File: src/include/cpu_params.svh
`ifndef CPU_PARAMS_SVH
`define CPU_PARAMS_SVH

// Machine word, also PC and data address width
`define CPU_DATA_W 16

// Register file depth
// Instruction fields hold two-bit indices
`define CPU_NUM_REGS 4

// First fetch address out of reset
`define CPU_RESET_PC 16'h0000

`endif
File: src/rtl/cpuPkg.sv
`default_nettype none

package cpuPkg;

	// Instruction opcodes, bits 15:12
	// Values 2 to 9 are not listed and act as NOPs
	typedef enum logic [3:0] {
		opAdd    = 4'd0,	// rd = rs1 + rs2, sets flags
		opMv     = 4'd1,	// rd = rs1
		opLdImm  = 4'd10,	// rd = payload
		opLdInd  = 4'd11,	// rd = mem[rs1]
		opUnused = 4'd12,
		opStInd  = 4'd13,	// mem[rs1] = rs2
		opBrImm  = 4'd14,	// Conditional jump to payload
		opBrInd  = 4'd15	// Conditional jump to rs1
	} opcodeT;

	// ALU function
	typedef enum logic [3:0] {
		aluAdd  = 4'd0,
		aluPass = 4'd15		// Forward rs1 untouched
	} aluOpT;

	// Next PC source
	typedef enum logic [1:0] {
		pcIncr = 2'd0,		// Sequential
		pcImm  = 2'd1,		// From instrData
		pcReg  = 2'd2		// From rs1
	} pcSelT;

endpackage

`default_nettype wire

File: src/rtl/cpuCore.sv
`timescale 1ns/1ps
`default_nettype none

`include "cpu_params.svh"

module cpuCore (
	input  wire clk,
	input  wire rstN,

	// Instruction side, fetched combinationally at pc
	output logic [`CPU_DATA_W-1:0] pc,
	input  wire [`CPU_DATA_W-1:0] instruction,

	// Data side
	output logic [`CPU_DATA_W-1:0] dAddr,
	output logic [`CPU_DATA_W-1:0] dWriteData,
	input  wire [`CPU_DATA_W-1:0] dReadData,
	output logic memWE		// Level strobe, store this cycle
);

	import cpuPkg::*;

	// Decoder controls
	pcSelT nextPCSel;
	aluOpT aluOp;
	logic regDataInSource;
	logic immData;
	logic regFileWE;
	logic flagsWE;
	logic dAddrSel;
	logic [$clog2(`CPU_NUM_REGS)-1:0] regDst;
	logic [$clog2(`CPU_NUM_REGS)-1:0] regSrc1;
	logic [$clog2(`CPU_NUM_REGS)-1:0] regSrc2;
	logic [`CPU_DATA_W-1:0] instrData;

	// Operands and results
	logic [`CPU_DATA_W-1:0] rs1Data;
	logic [`CPU_DATA_W-1:0] rs2Data;
	logic [`CPU_DATA_W-1:0] aluResult;
	logic cFlag;
	logic zFlag;

	decoder uDecoder (
		.instruction(instruction), .cFlag(cFlag), .zFlag(zFlag),
		.nextPCSel(nextPCSel), .regDataInSource(regDataInSource), .immData(immData),
		.regDst(regDst), .regFileWE(regFileWE), .regSrc1(regSrc1), .regSrc2(regSrc2),
		.aluOp(aluOp), .flagsWE(flagsWE), .memWE(memWE), .dAddrSel(dAddrSel),
		.instrData(instrData)
	);

	fetchUnit uFetch (
		.clk(clk), .rstN(rstN), .nextPCSel(nextPCSel),
		.instrData(instrData), .rs1Data(rs1Data), .pc(pc)
	);

	dataPath uDataPath (
		.clk(clk), .rstN(rstN),
		.regDst(regDst), .regSrc1(regSrc1), .regSrc2(regSrc2), .regFileWE(regFileWE),
		.regDataInSource(regDataInSource), .immData(immData), .dAddrSel(dAddrSel),
		.instrData(instrData), .aluResult(aluResult), .dReadData(dReadData),
		.rs1Data(rs1Data), .rs2Data(rs2Data), .dAddr(dAddr), .dWriteData(dWriteData)
	);

	alu uAlu (
		.clk(clk), .rstN(rstN), .aluOp(aluOp), .flagsWE(flagsWE),
		.rs1Data(rs1Data), .rs2Data(rs2Data),
		.aluResult(aluResult), .cFlag(cFlag), .zFlag(zFlag)
	);

endmodule

`default_nettype wire

File: src/rtl/dataPath.sv
`timescale 1ns/1ps
`default_nettype none

`include "cpu_params.svh"

module dataPath (
	input  wire clk,
	input  wire rstN,

	// Register file addressing
	input  wire [$clog2(`CPU_NUM_REGS)-1:0] regDst,
	input  wire [$clog2(`CPU_NUM_REGS)-1:0] regSrc1,
	input  wire [$clog2(`CPU_NUM_REGS)-1:0] regSrc2,
	input  wire regFileWE,

	// Write-back and address selects
	input  wire regDataInSource,
	input  wire immData,
	input  wire dAddrSel,

	input  wire [`CPU_DATA_W-1:0] instrData,
	input  wire [`CPU_DATA_W-1:0] aluResult,
	input  wire [`CPU_DATA_W-1:0] dReadData,

	output logic [`CPU_DATA_W-1:0] rs1Data,
	output logic [`CPU_DATA_W-1:0] rs2Data,
	output logic [`CPU_DATA_W-1:0] dAddr,
	output logic [`CPU_DATA_W-1:0] dWriteData
);

	logic [`CPU_DATA_W-1:0] regs [`CPU_NUM_REGS];
	logic [`CPU_DATA_W-1:0] wbData;

	// Two async read ports
	assign rs1Data = regs[regSrc1];
	assign rs2Data = regs[regSrc2];

	// Write-back source, immediate wins over memory
	always_comb begin
		if (immData)
			wbData = instrData;
		else if (regDataInSource)
			wbData = dReadData;	// Load result
		else
			wbData = aluResult;	// ADD or MV
	end

	// Architectural registers start at zero
	always_ff @(posedge clk or negedge rstN) begin
		if (!rstN) begin
			for (int i = 0; i < `CPU_NUM_REGS; i++)
				regs[i] <= '0;
		end else if (regFileWE) begin
			regs[regDst] <= wbData;
		end
	end

	// Data address, rs1 for indirect, else instrData
	assign dAddr = dAddrSel ? rs1Data : instrData;

	// Stores always write rs2
	assign dWriteData = rs2Data;

endmodule

`default_nettype wire

File: src/rtl/fetchUnit.sv
`timescale 1ns/1ps
`default_nettype none

`include "cpu_params.svh"

module fetchUnit (
	input  wire clk,
	input  wire rstN,

	input  wire cpuPkg::pcSelT nextPCSel,
	input  wire [`CPU_DATA_W-1:0] instrData,	// Immediate target
	input  wire [`CPU_DATA_W-1:0] rs1Data,		// Register target

	output logic [`CPU_DATA_W-1:0] pc
);

	import cpuPkg::*;

	logic [`CPU_DATA_W-1:0] pcNext;

	// Next PC mux
	always_comb begin
		case (nextPCSel)
			pcImm:   pcNext = instrData;
			pcReg:   pcNext = rs1Data;
			default: pcNext = pc + `CPU_DATA_W'(1);	// Wraps at top of memory
		endcase
	end

	// One instruction per clock, PC moves every edge
	always_ff @(posedge clk or negedge rstN) begin
		if (!rstN)
			pc <= `CPU_RESET_PC;
		else
			pc <= pcNext;
	end

endmodule

`default_nettype wire

File: src/rtl/decoder.sv
`timescale 1ns/1ps
`default_nettype none

`include "cpu_params.svh"

module decoder (
	input  wire [`CPU_DATA_W-1:0] instruction,

	input  wire cFlag,	// Carry, for branch test
	input  wire zFlag,	// Zero, for branch test
	output cpuPkg::pcSelT nextPCSel,

	output logic regDataInSource,	// Write back from memory
	output logic immData,			// Write back from instrData
	output logic [$clog2(`CPU_NUM_REGS)-1:0] regDst,
	output logic regFileWE,
	output logic [$clog2(`CPU_NUM_REGS)-1:0] regSrc1,
	output logic [$clog2(`CPU_NUM_REGS)-1:0] regSrc2,

	output cpuPkg::aluOpT aluOp,
	output logic flagsWE,			// ADD only

	output logic memWE,
	output logic dAddrSel,			// Register-based data address
	output logic [`CPU_DATA_W-1:0] instrData
);

	import cpuPkg::*;

	opcodeT opcode;
	logic [7:0] payload;
	logic brFlagSel;	// 0 carry, 1 zero
	logic brWant;		// Flag value that takes the branch
	logic brTaken;

	assign opcode = opcodeT'(instruction[15:12]);

	// Register fields sit at fixed positions
	// Unused ones are harmless since strobes stay low
	assign regDst  = instruction[11:10];
	assign regSrc1 = instruction[9:8];
	assign regSrc2 = instruction[7:6];

	// Branch condition overlaps rd field
	assign brFlagSel = instruction[11];
	assign brWant    = instruction[10];

	assign payload = instruction[7:0];

	// Condition check shared by both branch forms
	assign brTaken = brFlagSel ? (brWant == zFlag) : (brWant == cFlag);

	always_comb begin
		// Everything off unless the opcode says otherwise
		nextPCSel       = pcIncr;
		regDataInSource = 1'b0;
		immData         = 1'b0;
		regFileWE       = 1'b0;
		aluOp           = aluAdd;
		flagsWE         = 1'b0;
		memWE           = 1'b0;
		dAddrSel        = 1'b0;
		instrData       = '0;

		case (opcode)
			opAdd: begin
				regFileWE = 1'b1;
				aluOp     = aluAdd;
				flagsWE   = 1'b1;	// Only op touching C and Z
			end

			opMv: begin
				regFileWE = 1'b1;
				aluOp     = aluPass;	// rs1 through the ALU
			end

			opLdImm: begin
				immData   = 1'b1;
				regFileWE = 1'b1;
				instrData = {{(`CPU_DATA_W-8){1'b0}}, payload};	// Zero extend
			end

			opLdInd: begin
				dAddrSel        = 1'b1;	// Address from rs1
				regDataInSource = 1'b1;	// Load data to rd
				regFileWE       = 1'b1;
			end

			opStInd: begin
				dAddrSel = 1'b1;
				memWE    = 1'b1;	// rs2 goes out as write data
			end

			opBrImm: begin
				if (brTaken) begin
					nextPCSel = pcImm;
					instrData = {{(`CPU_DATA_W-8){1'b0}}, payload};
				end
			end

			opBrInd: begin
				if (brTaken)
					nextPCSel = pcReg;	// Jump target in rs1
			end

			// opUnused and 2..9 just fall through to PC + 1
			default: begin
			end
		endcase
	end

endmodule

`default_nettype wire

File: src/rtl/alu.sv
`timescale 1ns/1ps
`default_nettype none

`include "cpu_params.svh"

module alu (
	input  wire clk,
	input  wire rstN,

	input  wire cpuPkg::aluOpT aluOp,
	input  wire flagsWE,	// Capture flags this edge
	input  wire [`CPU_DATA_W-1:0] rs1Data,
	input  wire [`CPU_DATA_W-1:0] rs2Data,

	output logic [`CPU_DATA_W-1:0] aluResult,
	output logic cFlag,
	output logic zFlag
);

	import cpuPkg::*;

	logic [`CPU_DATA_W-1:0] sum;
	logic carryOut;

	// Adder with carry out of the top bit
	assign {carryOut, sum} = {1'b0, rs1Data} + {1'b0, rs2Data};

	always_comb begin
		case (aluOp)
			aluPass: aluResult = rs1Data;	// MV path
			default: aluResult = sum;
		endcase
	end

	// Flags follow the sum, not the selected result
	always_ff @(posedge clk or negedge rstN) begin
		if (!rstN) begin
			cFlag <= 1'b0;
			zFlag <= 1'b0;
		end else if (flagsWE) begin
			cFlag <= carryOut;
			zFlag <= (sum == '0);
		end
	end

endmodule

`default_nettype wire

File: config.mk
export PLATFORM = sky130hd
export DESIGN_NAME = cpuCore
export DESIGN_NICKNAME = d
export VERILOG_FILES = /design/src/rtl/cpuPkg.sv /design/src/rtl/cpuCore.sv /design/src/rtl/dataPath.sv /design/src/rtl/fetchUnit.sv /design/src/rtl/decoder.sv /design/src/rtl/alu.sv
export VERILOG_INCLUDE_DIRS = /design/src /design/src/include
export SDC_FILE = /design/constraint.sdc
export NUM_CORES = 1
export LEC_CHECK = 0
export BUFFER_PORTS_ARGS = -buffer_cell sky130_fd_sc_hd__buf_2
export CORE_ASPECT_RATIO = 1.5
export CORE_MARGIN = 5
export CORE_UTILIZATION = 60
export CTS_CLUSTER_DIAMETER = 120
export DETAILED_ROUTE_END_ITERATION = 10
export PLACE_DENSITY = 0.88
export SETUP_SLACK_MARGIN = 0.1
export SLEW_MARGIN = 20
export SYNTH_ARGS = -nofsm -noshare
export SYNTH_HDL_FRONTEND = slang
export SYNTH_SLANG_ARGS = --single-unit
File: constraint.sdc
create_clock -name clk -period 8.53 [get_ports clk]
set_clock_uncertainty 0.1 [all_clocks]
set_input_delay 0.853 -clock clk [delete_from_list [all_inputs] [get_ports clk]]
set_output_delay 0.853 -clock clk [all_outputs]
set_load 0.005 [all_outputs]
==> out/summary.txt, run 1 <==
setup TNS: 0 ps
vias in the first global route: 4,999
first-pass GRT wire length: 25.88 mm
CP max FO: 19
All-Layer GR Usage: 0.2815
post-synth top area cell: dfrtp_1
RD Place Congestion: 0.9613
critical path class: in -> reg
CTS buffer count: 9
CP endpoint kind: register
Reg area: 2052 um2
Synth Instances: 539
Final Setup Violations: 0
dpl ws: 4087 ps
Ant. Diodes: 0
Cell Pwr Density: 404.0 nW/um2
IO buf count: 82
post-DR wirelength/cell: 22.73 um
relative slew slack: 0.2233
Leakage: 2.983 nW
RSZ-0062 raised after global routing: false
worst reg2reg path depth: 11
final wirelength: 16.44 mm
max frequency: 240.7 MHz
Arr. time, crit path: 4300 ps
area grow syn2layout: 13.23%
max-cap violations: 0
root buf cell: clkbuf_16
RR Endpoint: uAlu.zFlag$_DFFE_PN0P_
async set-reset flop share out of synthesis: 1.000
HPWL Detailed: 11.56 mm
fin crit period: 4154 ps
post-CTS setup buffer count: 0
DR pass1 iterations: 5
CTS tree: yes
Syn Area/Cell: 10.66 um2
Clock transition at path regs: 60 ps
outcome: complete, no violations
Req. time, crit path: 8680 ps
Yosys warning count: 0
initial antenna violation count: 0
Clock H-tree levels: 3
critical path launch point: instruction[6]
Filler Cell Count: 680
Setup crit start kind: primary input
total gr overflow: 0
starting density of the core: 0.6176
Routed Antenna Nets: 0
IO Pins: 83
fraction of layout cells with a size suffix above 1: 0.3339
Min-Delay Path Class: reg -> reg
total core area: 9308 um2
post-synthesis sequential area ratio: 0.3570
Worst R2R Setup Slack: 5130 ps
synth unique cells: 67
via count: 4,895
Post-CTS Resized: 0
Mapped Area: 5748 um2
final hold vios: 0
Yosys top cell area share: 0.3570
# nets final: 661
vias per inst: 6.770
worst r2r src: uDataPath.regs[0]$_DFFE_PN0P_
hold_buf cts: 0
fin. max-slew vios: 0
Clk Latency, worst-skew pair: 340 ps
DIE WIDTH: 89.92 um
synthesis-stage register bit count: 82
Synth area leaders: dfrtp_1 36%, mux4_2 13%, mux2_2 10%
initial DRC count: 376
count leader, synth: dfrtp_1
clock sinks: 82
synth cell count leaders: 82 x dfrtp_1, 51 x mux2_2, 50 x nand2_1
Post-synth EDFFs: 0
full die area: 11,680 um2
Min Hold Slack: 395.5 ps
final cycle utilization of the critical path: 0.4870
DRC viols: 0
Max clock buf depth: 2
Final WS setup: 4376 ps
top_reg_cell synth: dfrtp_1
largest net degree at the start of global routing: 83
Critical Path End: uAlu.zFlag$_DFFE_PN0P_
fin util: 0.6993
Die Y: 129.9 um
actual slew at the worst max-slew pin: 1162 ps
row cnt: 43
worst vdd ir: 0.0002072 V
Mapped Nets: 593
Multi-input gate area: 3520 um2
## through the flow
stage | std cells | total power [W] | cell area [um2]
floorplan | 539 | 0.001800 | 5748
global placement | 708 | 0.002172 | 6230
detailed placement | 708 | 0.002230 | 6230
CTS | 723 | 0.002605 | 6502
global route | 723 | 0.002794 | 6509
finish | 723 | 0.002629 | 6509
## how the worst min path moves through the flow
stage                             endpoint                    from  slack, ps  depth (start not counted)
floorplan           uAlu.cFlag$_DFFE_PN0P_  uAlu.cFlag$_DFFE_PN0P_        350                          1
global placement    uAlu.cFlag$_DFFE_PN0P_  uAlu.cFlag$_DFFE_PN0P_        360                          1
detailed placement  uAlu.zFlag$_DFFE_PN0P_  uAlu.zFlag$_DFFE_PN0P_        390                          2
CTS                 uAlu.zFlag$_DFFE_PN0P_  uAlu.zFlag$_DFFE_PN0P_        400                          2
global route        uAlu.cFlag$_DFFE_PN0P_  uAlu.cFlag$_DFFE_PN0P_        430                          1
finish              uAlu.zFlag$_DFFE_PN0P_  uAlu.zFlag$_DFFE_PN0P_        400                          2
## cell type report
type                            count  area share
Timing Repair Buffer               86     0.06863
Sequential cell                    82      0.3153
Tap cell                          112     0.02153
Clock inverter                      2    0.001922
Multi-Input combinational cell    411      0.5408
Inverter                           17     0.01192
Clock buffer                       13     0.03998
## kinds of logic (layout without fill, tap and decap cells)
kind of cell,count (synthesis),count (layout),synth area share
muxes,88,88,0.2340
xor gates and xnor gates,23,23,0.03505
AOI/OAI and AO/OA,128,128,0.1633
DFF,82,82,0.3570
and+or+nand+nor,152,152,0.1321
buffers and inverters,46,118,0.03374
adders and majority gates,20,20,0.04484
## layout by cell type (no fill, tap or decap), drive strengths merged, types with 3 or more instances in the layout
master,synthesis,layout
xor2,13,13
xnor2,10,10
a31oi,6,6
o22ai,6,6
ha,19,19
nor2b,8,8
a22o,23,23
o2111ai,5,5
a211oi,11,11
or3,7,7
a21o,11,11
nand2b,5,5
a21oi,26,26
clkbuf,21,13
and3,3,3
nand3,19,19
nand2,51,51
mux2,51,51
nor2,31,31
buf,8,86
and2,10,10
dfrtp,82,82
inv,16,16
or2,3,3
o21ai,18,18
o21a,3,3
nor3,5,5
mux4,32,32
mux2i,5,5
## metal layers
| layer | vias up | track usage | wire (um) |
|---|---|---|---|
| met5 | - | 0 | 0 |
| met4 | 0 | 0.1613 | 767 |
| met3 | 62 | 0.04614 | 1113 |
| met2 | 237 | 0.4931 | 8377 |
| met1 | 2418 | 0.3281 | 6178 |
| li1 | 2178 | - | - |
## power breakdown
part | total [W] | switching (W) | leakage (nW) | internal, W
clock network | 0.000358 | 0.000147 | 0.132 | 0.000211
logic | 0.00158 | 0.000882 | 1.83 | 0.000698
registers | 0.000690 | 0.000133 | 1.02 | 0.000557
## state kept, by name, summed over array words and instances (netlist names)
| register | flops |
|---|---|
| uDataPath.regs | 64 |
| uFetch.pc | 16 |
| uAlu.cFlag | 1 |
| uAlu.zFlag | 1 |
## critical path, cell delays in order
cell	delay, ps
buf_2	540
mux4_2	620
ha_1	270
inv_1	90
fa_1	200
nand2b_2	170
a21oi_2	60
a2111o_1	320
a2111oi_2	440
o2111ai_1	170
a2111o_1	390
o31ai_2	180
Note: power is estimated with default switching activity, not from simulation.
==> run 2, diff against run 1 <==
--- a/config.mk
+++ b/config.mk
@@ -6,13 +6,14 @@
 export SDC_FILE = /design/constraint.sdc
 export NUM_CORES = 1
 export LEC_CHECK = 0
+export ABC_AREA = 1
 export BUFFER_PORTS_ARGS = -buffer_cell sky130_fd_sc_hd__buf_2
 export CORE_ASPECT_RATIO = 1.5
 export CORE_MARGIN = 5
-export CORE_UTILIZATION = 60
+export CORE_UTILIZATION = 53
 export CTS_CLUSTER_DIAMETER = 120
 export DETAILED_ROUTE_END_ITERATION = 10
-export PLACE_DENSITY = 0.88
+export PLACE_DENSITY = 0.82
 export SETUP_SLACK_MARGIN = 0.1
 export SLEW_MARGIN = 20
 export SYNTH_ARGS = -nofsm -noshare
==> constraint.sdc (replaced) <==
create_clock -name clk -period 3.5 [get_ports clk]
set_clock_uncertainty 0.1 [all_clocks]
set_input_delay 0.35 -clock clk [delete_from_list [all_inputs] [get_ports clk]]
set_output_delay 0.35 -clock clk [all_outputs]
set_load 0.005 [all_outputs]
==> out/summary.txt, run 2 <==
Clock transition at path regs: 60 ps (about the same)
Min-Delay Path Class: in -> async
hold_buf cts: 0 (unchanged)
Top Registers: uDataPath.regs x64, uFetch.pc x16
actual slew at the worst max-slew pin: 1028 ps (-134.1 ps)
failing checks: negative hold slack
Post-synth EDFFs: 0 (unchanged)
Worst path slowest cell: fa_1
Max clock buf depth: 2 (unchanged)
fraction of layout cells with a size suffix above 1: 0.1315 (-0.2024)
largest net degree at the start of global routing: 83 (unchanged)
total gr overflow: 0 (unchanged)
synth unique cells: 39 (-42%)
critical path class: in -> reg
max frequency: 349.2 MHz
CTS tree: yes
Mapped Nets: 1,013 (+71%)
CP max FO: 34 (+15)
DIE WIDTH: 97.90 um (+8.9%)
met2 wire length: 9.604 mm (+15%)
vias in the first global route: 6,682 (+34%)
dpl cell area: 6684 um2 (+7.3%)
synth cell count leaders: 345 x nand2_1, 108 x nand3_1, 92 x inv_1
Final Setup Violations: 0 (unchanged)
commonest non-fill, non-tap cell in the layout: nand2_1
Die Y: 141.8 um (+9.2%)
first-pass GRT wire length: 32.18 mm (+24%)
post-DR wirelength/cell: 16.74 um (-26%)
Clock H-tree levels: 3 (unchanged)
Ant. Diodes: 0 (unchanged)
IO buf count: 82 (unchanged)
post-synthesis sequential area ratio: 0.3341 (-0.02291)
full die area: 13,890 um2 (+19%)
Met3 Wirelength: 1.789 mm (+61%)
Syn Area/Cell: 6.405 um2 (-40%)
top_reg_cell synth: dfrtp_1
root buf cell: clkbuf_16
DRC viols: 0 (unchanged)
Routed Antenna Nets: 0 (unchanged)
Synth Instances: 959 (+78%)
Mapped Area: 6142 um2 (+6.9%)
post-synth top area cell: dfrtp_1
Setup crit start kind: primary input
initial antenna violation count: 0 (unchanged)
relative slew slack: 0.3124 (+0.08902)
row cnt: 48 (+12%)
CP Cell Sequence: buf_2 > buf_4 > o21ai_0 > o22ai_1 > ha_1 > inv_1 > fa_1 > inv_1 > nand3_1 > nand2_1 > xnor2_1 > nand2_1 > nand2_1 > nand2_1 > o21ai_0 > o21ai_0
Clk Latency, worst-skew pair: 340 ps (about the same)
CP endpoint kind: register
Most flops, register: uDataPath.regs
most frequent cells in the layout: 345 x nand2_1, 108 x nand3_1, 92 x inv_1, 82 x dfrtp_1, 81 x buf_2
Filler Cell Count: 1,139 (+68%)
total core area: 11,410 um2 (+23%)
Yosys top cell area share: 0.3341 (-0.02291)
final wirelength: 19.82 mm (+21%)
DR pass1 iterations: 6 (+1)
Reg area: 2052 um2 (unchanged)
fin. max-slew vios: 0 (unchanged)
HPWL Detailed: 14.44 mm (+25%)
post-CTS setup buffer count: 0 (unchanged)
Crit path max-delay family: compound AO/OA/AOI/OAI gates
clock sinks: 82 (unchanged)
Req. time, crit path: 3590 ps (-5090 ps)
final hold vios: 43 (+43)
initial DRC count: 712 (+89%)
max-cap violations: 0 (unchanged)
Arr. time, crit path: 2950 ps (-1350 ps)
cell area after layout: 6978 um2 (+7.2%)
Worst R2R Setup Slack: 780 ps (-4350 ps)
# nets final: 1,083 (+64%)
Synth area leaders: dfrtp_1 33%, nand2_1 21%, nand3_1 8.8%
vias per inst: 5.785 (-15%)
outcome: complete, but fails checks
via count: 6,849 (+40%)
Cell Pwr Density: 769.8 nW/um2 (+91%)
starting density of the core: 0.5383 (-0.07929)
CTS buffer count: 9 (unchanged)
All-Layer GR Usage: 0.2887 (+0.007173)
CP bufs+invs: 4 (+2)
area grow syn2layout: 13.61%
RD Place Congestion: 0.9826 (+2.2%)
final cycle utilization of the critical path: 0.8182
fin crit period: 2864 ps
WL met1: 7.240 mm (+17%)
Post-CTS Resized: 0 (unchanged)
Yosys warning count: 0 (unchanged)
Min Hold Slack: -33.18 ps (-428.7 ps)
async set-reset flop share out of synthesis: 1.000 (unchanged)
RSZ-0062 raised after global routing: false
worst vdd ir: 0.0003147 V (+52%)
max incr delay on CP: 400 ps (-220 ps)
Multi-input gate area: 3527 um2 (+0.21%)
top routing layer used: met4
count leader, synth: nand2_1
cell mode on critical path: nand2_1
synthesis-stage register bit count: 82 (unchanged)
setup TNS: 0 ps (unchanged)
max reg flops: 64 (unchanged)
IO Pins: 83 (unchanged)
Leakage: 3.766 nW (+26%)
## run 2: cell types whose count changed in the layout (fill, tap and decap cells not counted), moves of 16 or more
cell / delta
nand2_1: +295
nand3_1: +89
inv_1: +76
o21ai_0: +63
mux2_2: -51
nor2_1: +41
mux4_2: -32
a22o_1: -23
o22ai_1: +16
## run 2: layout make-up
class / count / share of cell area
multi-input combinational: 737 / 0.5055
sequential: 82 / 0.2941
timing repair buffer: 96 / 0.07656
inverter: 103 / 0.05541
clock buffer: 11 / 0.03622
tap: 150 / 0.02690
clock inverter: 5 / 0.005379
## run 2: layer usage
layer	up-vias	track usage
met1	3140	0.3265
met3	92	0.05755
met5	-	0
met2	367	0.4831
met4	0	0.2057
li1	3250	-
## run 2: power by group
part / total (W) / internal, W / switching [W]
Combinational: 0.00274 / 0.000980 / 0.00176
Clock: 0.000930 / 0.000522 / 0.000407
Sequential: 0.00170 / 0.00136 / 0.000342
Total: 0.00537 / 0.00286 / 0.00251
## run 2: stage by stage
stage	utilization	total power, W	cells	hold WS [ps]	setup WS, ps
final	0.6115	0.005372	1184	-33.18	636.3
after global routing	0.6115	0.005820	1184	32.96	383.9
after CTS	0.6112	0.005312	1184	144.2	693.8
after detailed placement	0.5857	0.004366	1168	381.0	348.9
after global placement	0.5857	0.004311	1168	372.2	375.0
after floorplan	-	0.003570	959	-45.59	729.3
## run 2: path summary, 6_finish.rpt
path / startpoint / end / depth (start not counted)
max in group asynchronous: rstN / uDataPath.regs[26]$_DFFE_PN0P_ / 1
min in group clk: instruction[5] / uFetch.pc[5]$_DFF_PN0_ / 3
min: rstN / uDataPath.regs[50]$_DFFE_PN0P_ / 1
max reg2reg: uDataPath.regs[48]$_DFFE_PN0P_ / uDataPath.regs[36]$_DFFE_PN0P_ / 15
max: instruction[6] / uDataPath.regs[36]$_DFFE_PN0P_ / 16
min reg2reg: uDataPath.regs[45]$_DFFE_PN0P_ / uDataPath.regs[45]$_DFFE_PN0P_ / 2
## run 2: kinds of logic after synthesis
family | synth area share
AOI/OAI and AO/OA | 0.1342
adders and majority gates | 0.04196
xor gates and xnor gates | 0.01426
and+or+nand+nor | 0.3838
DFF | 0.3341
buffers and inverters | 0.09167
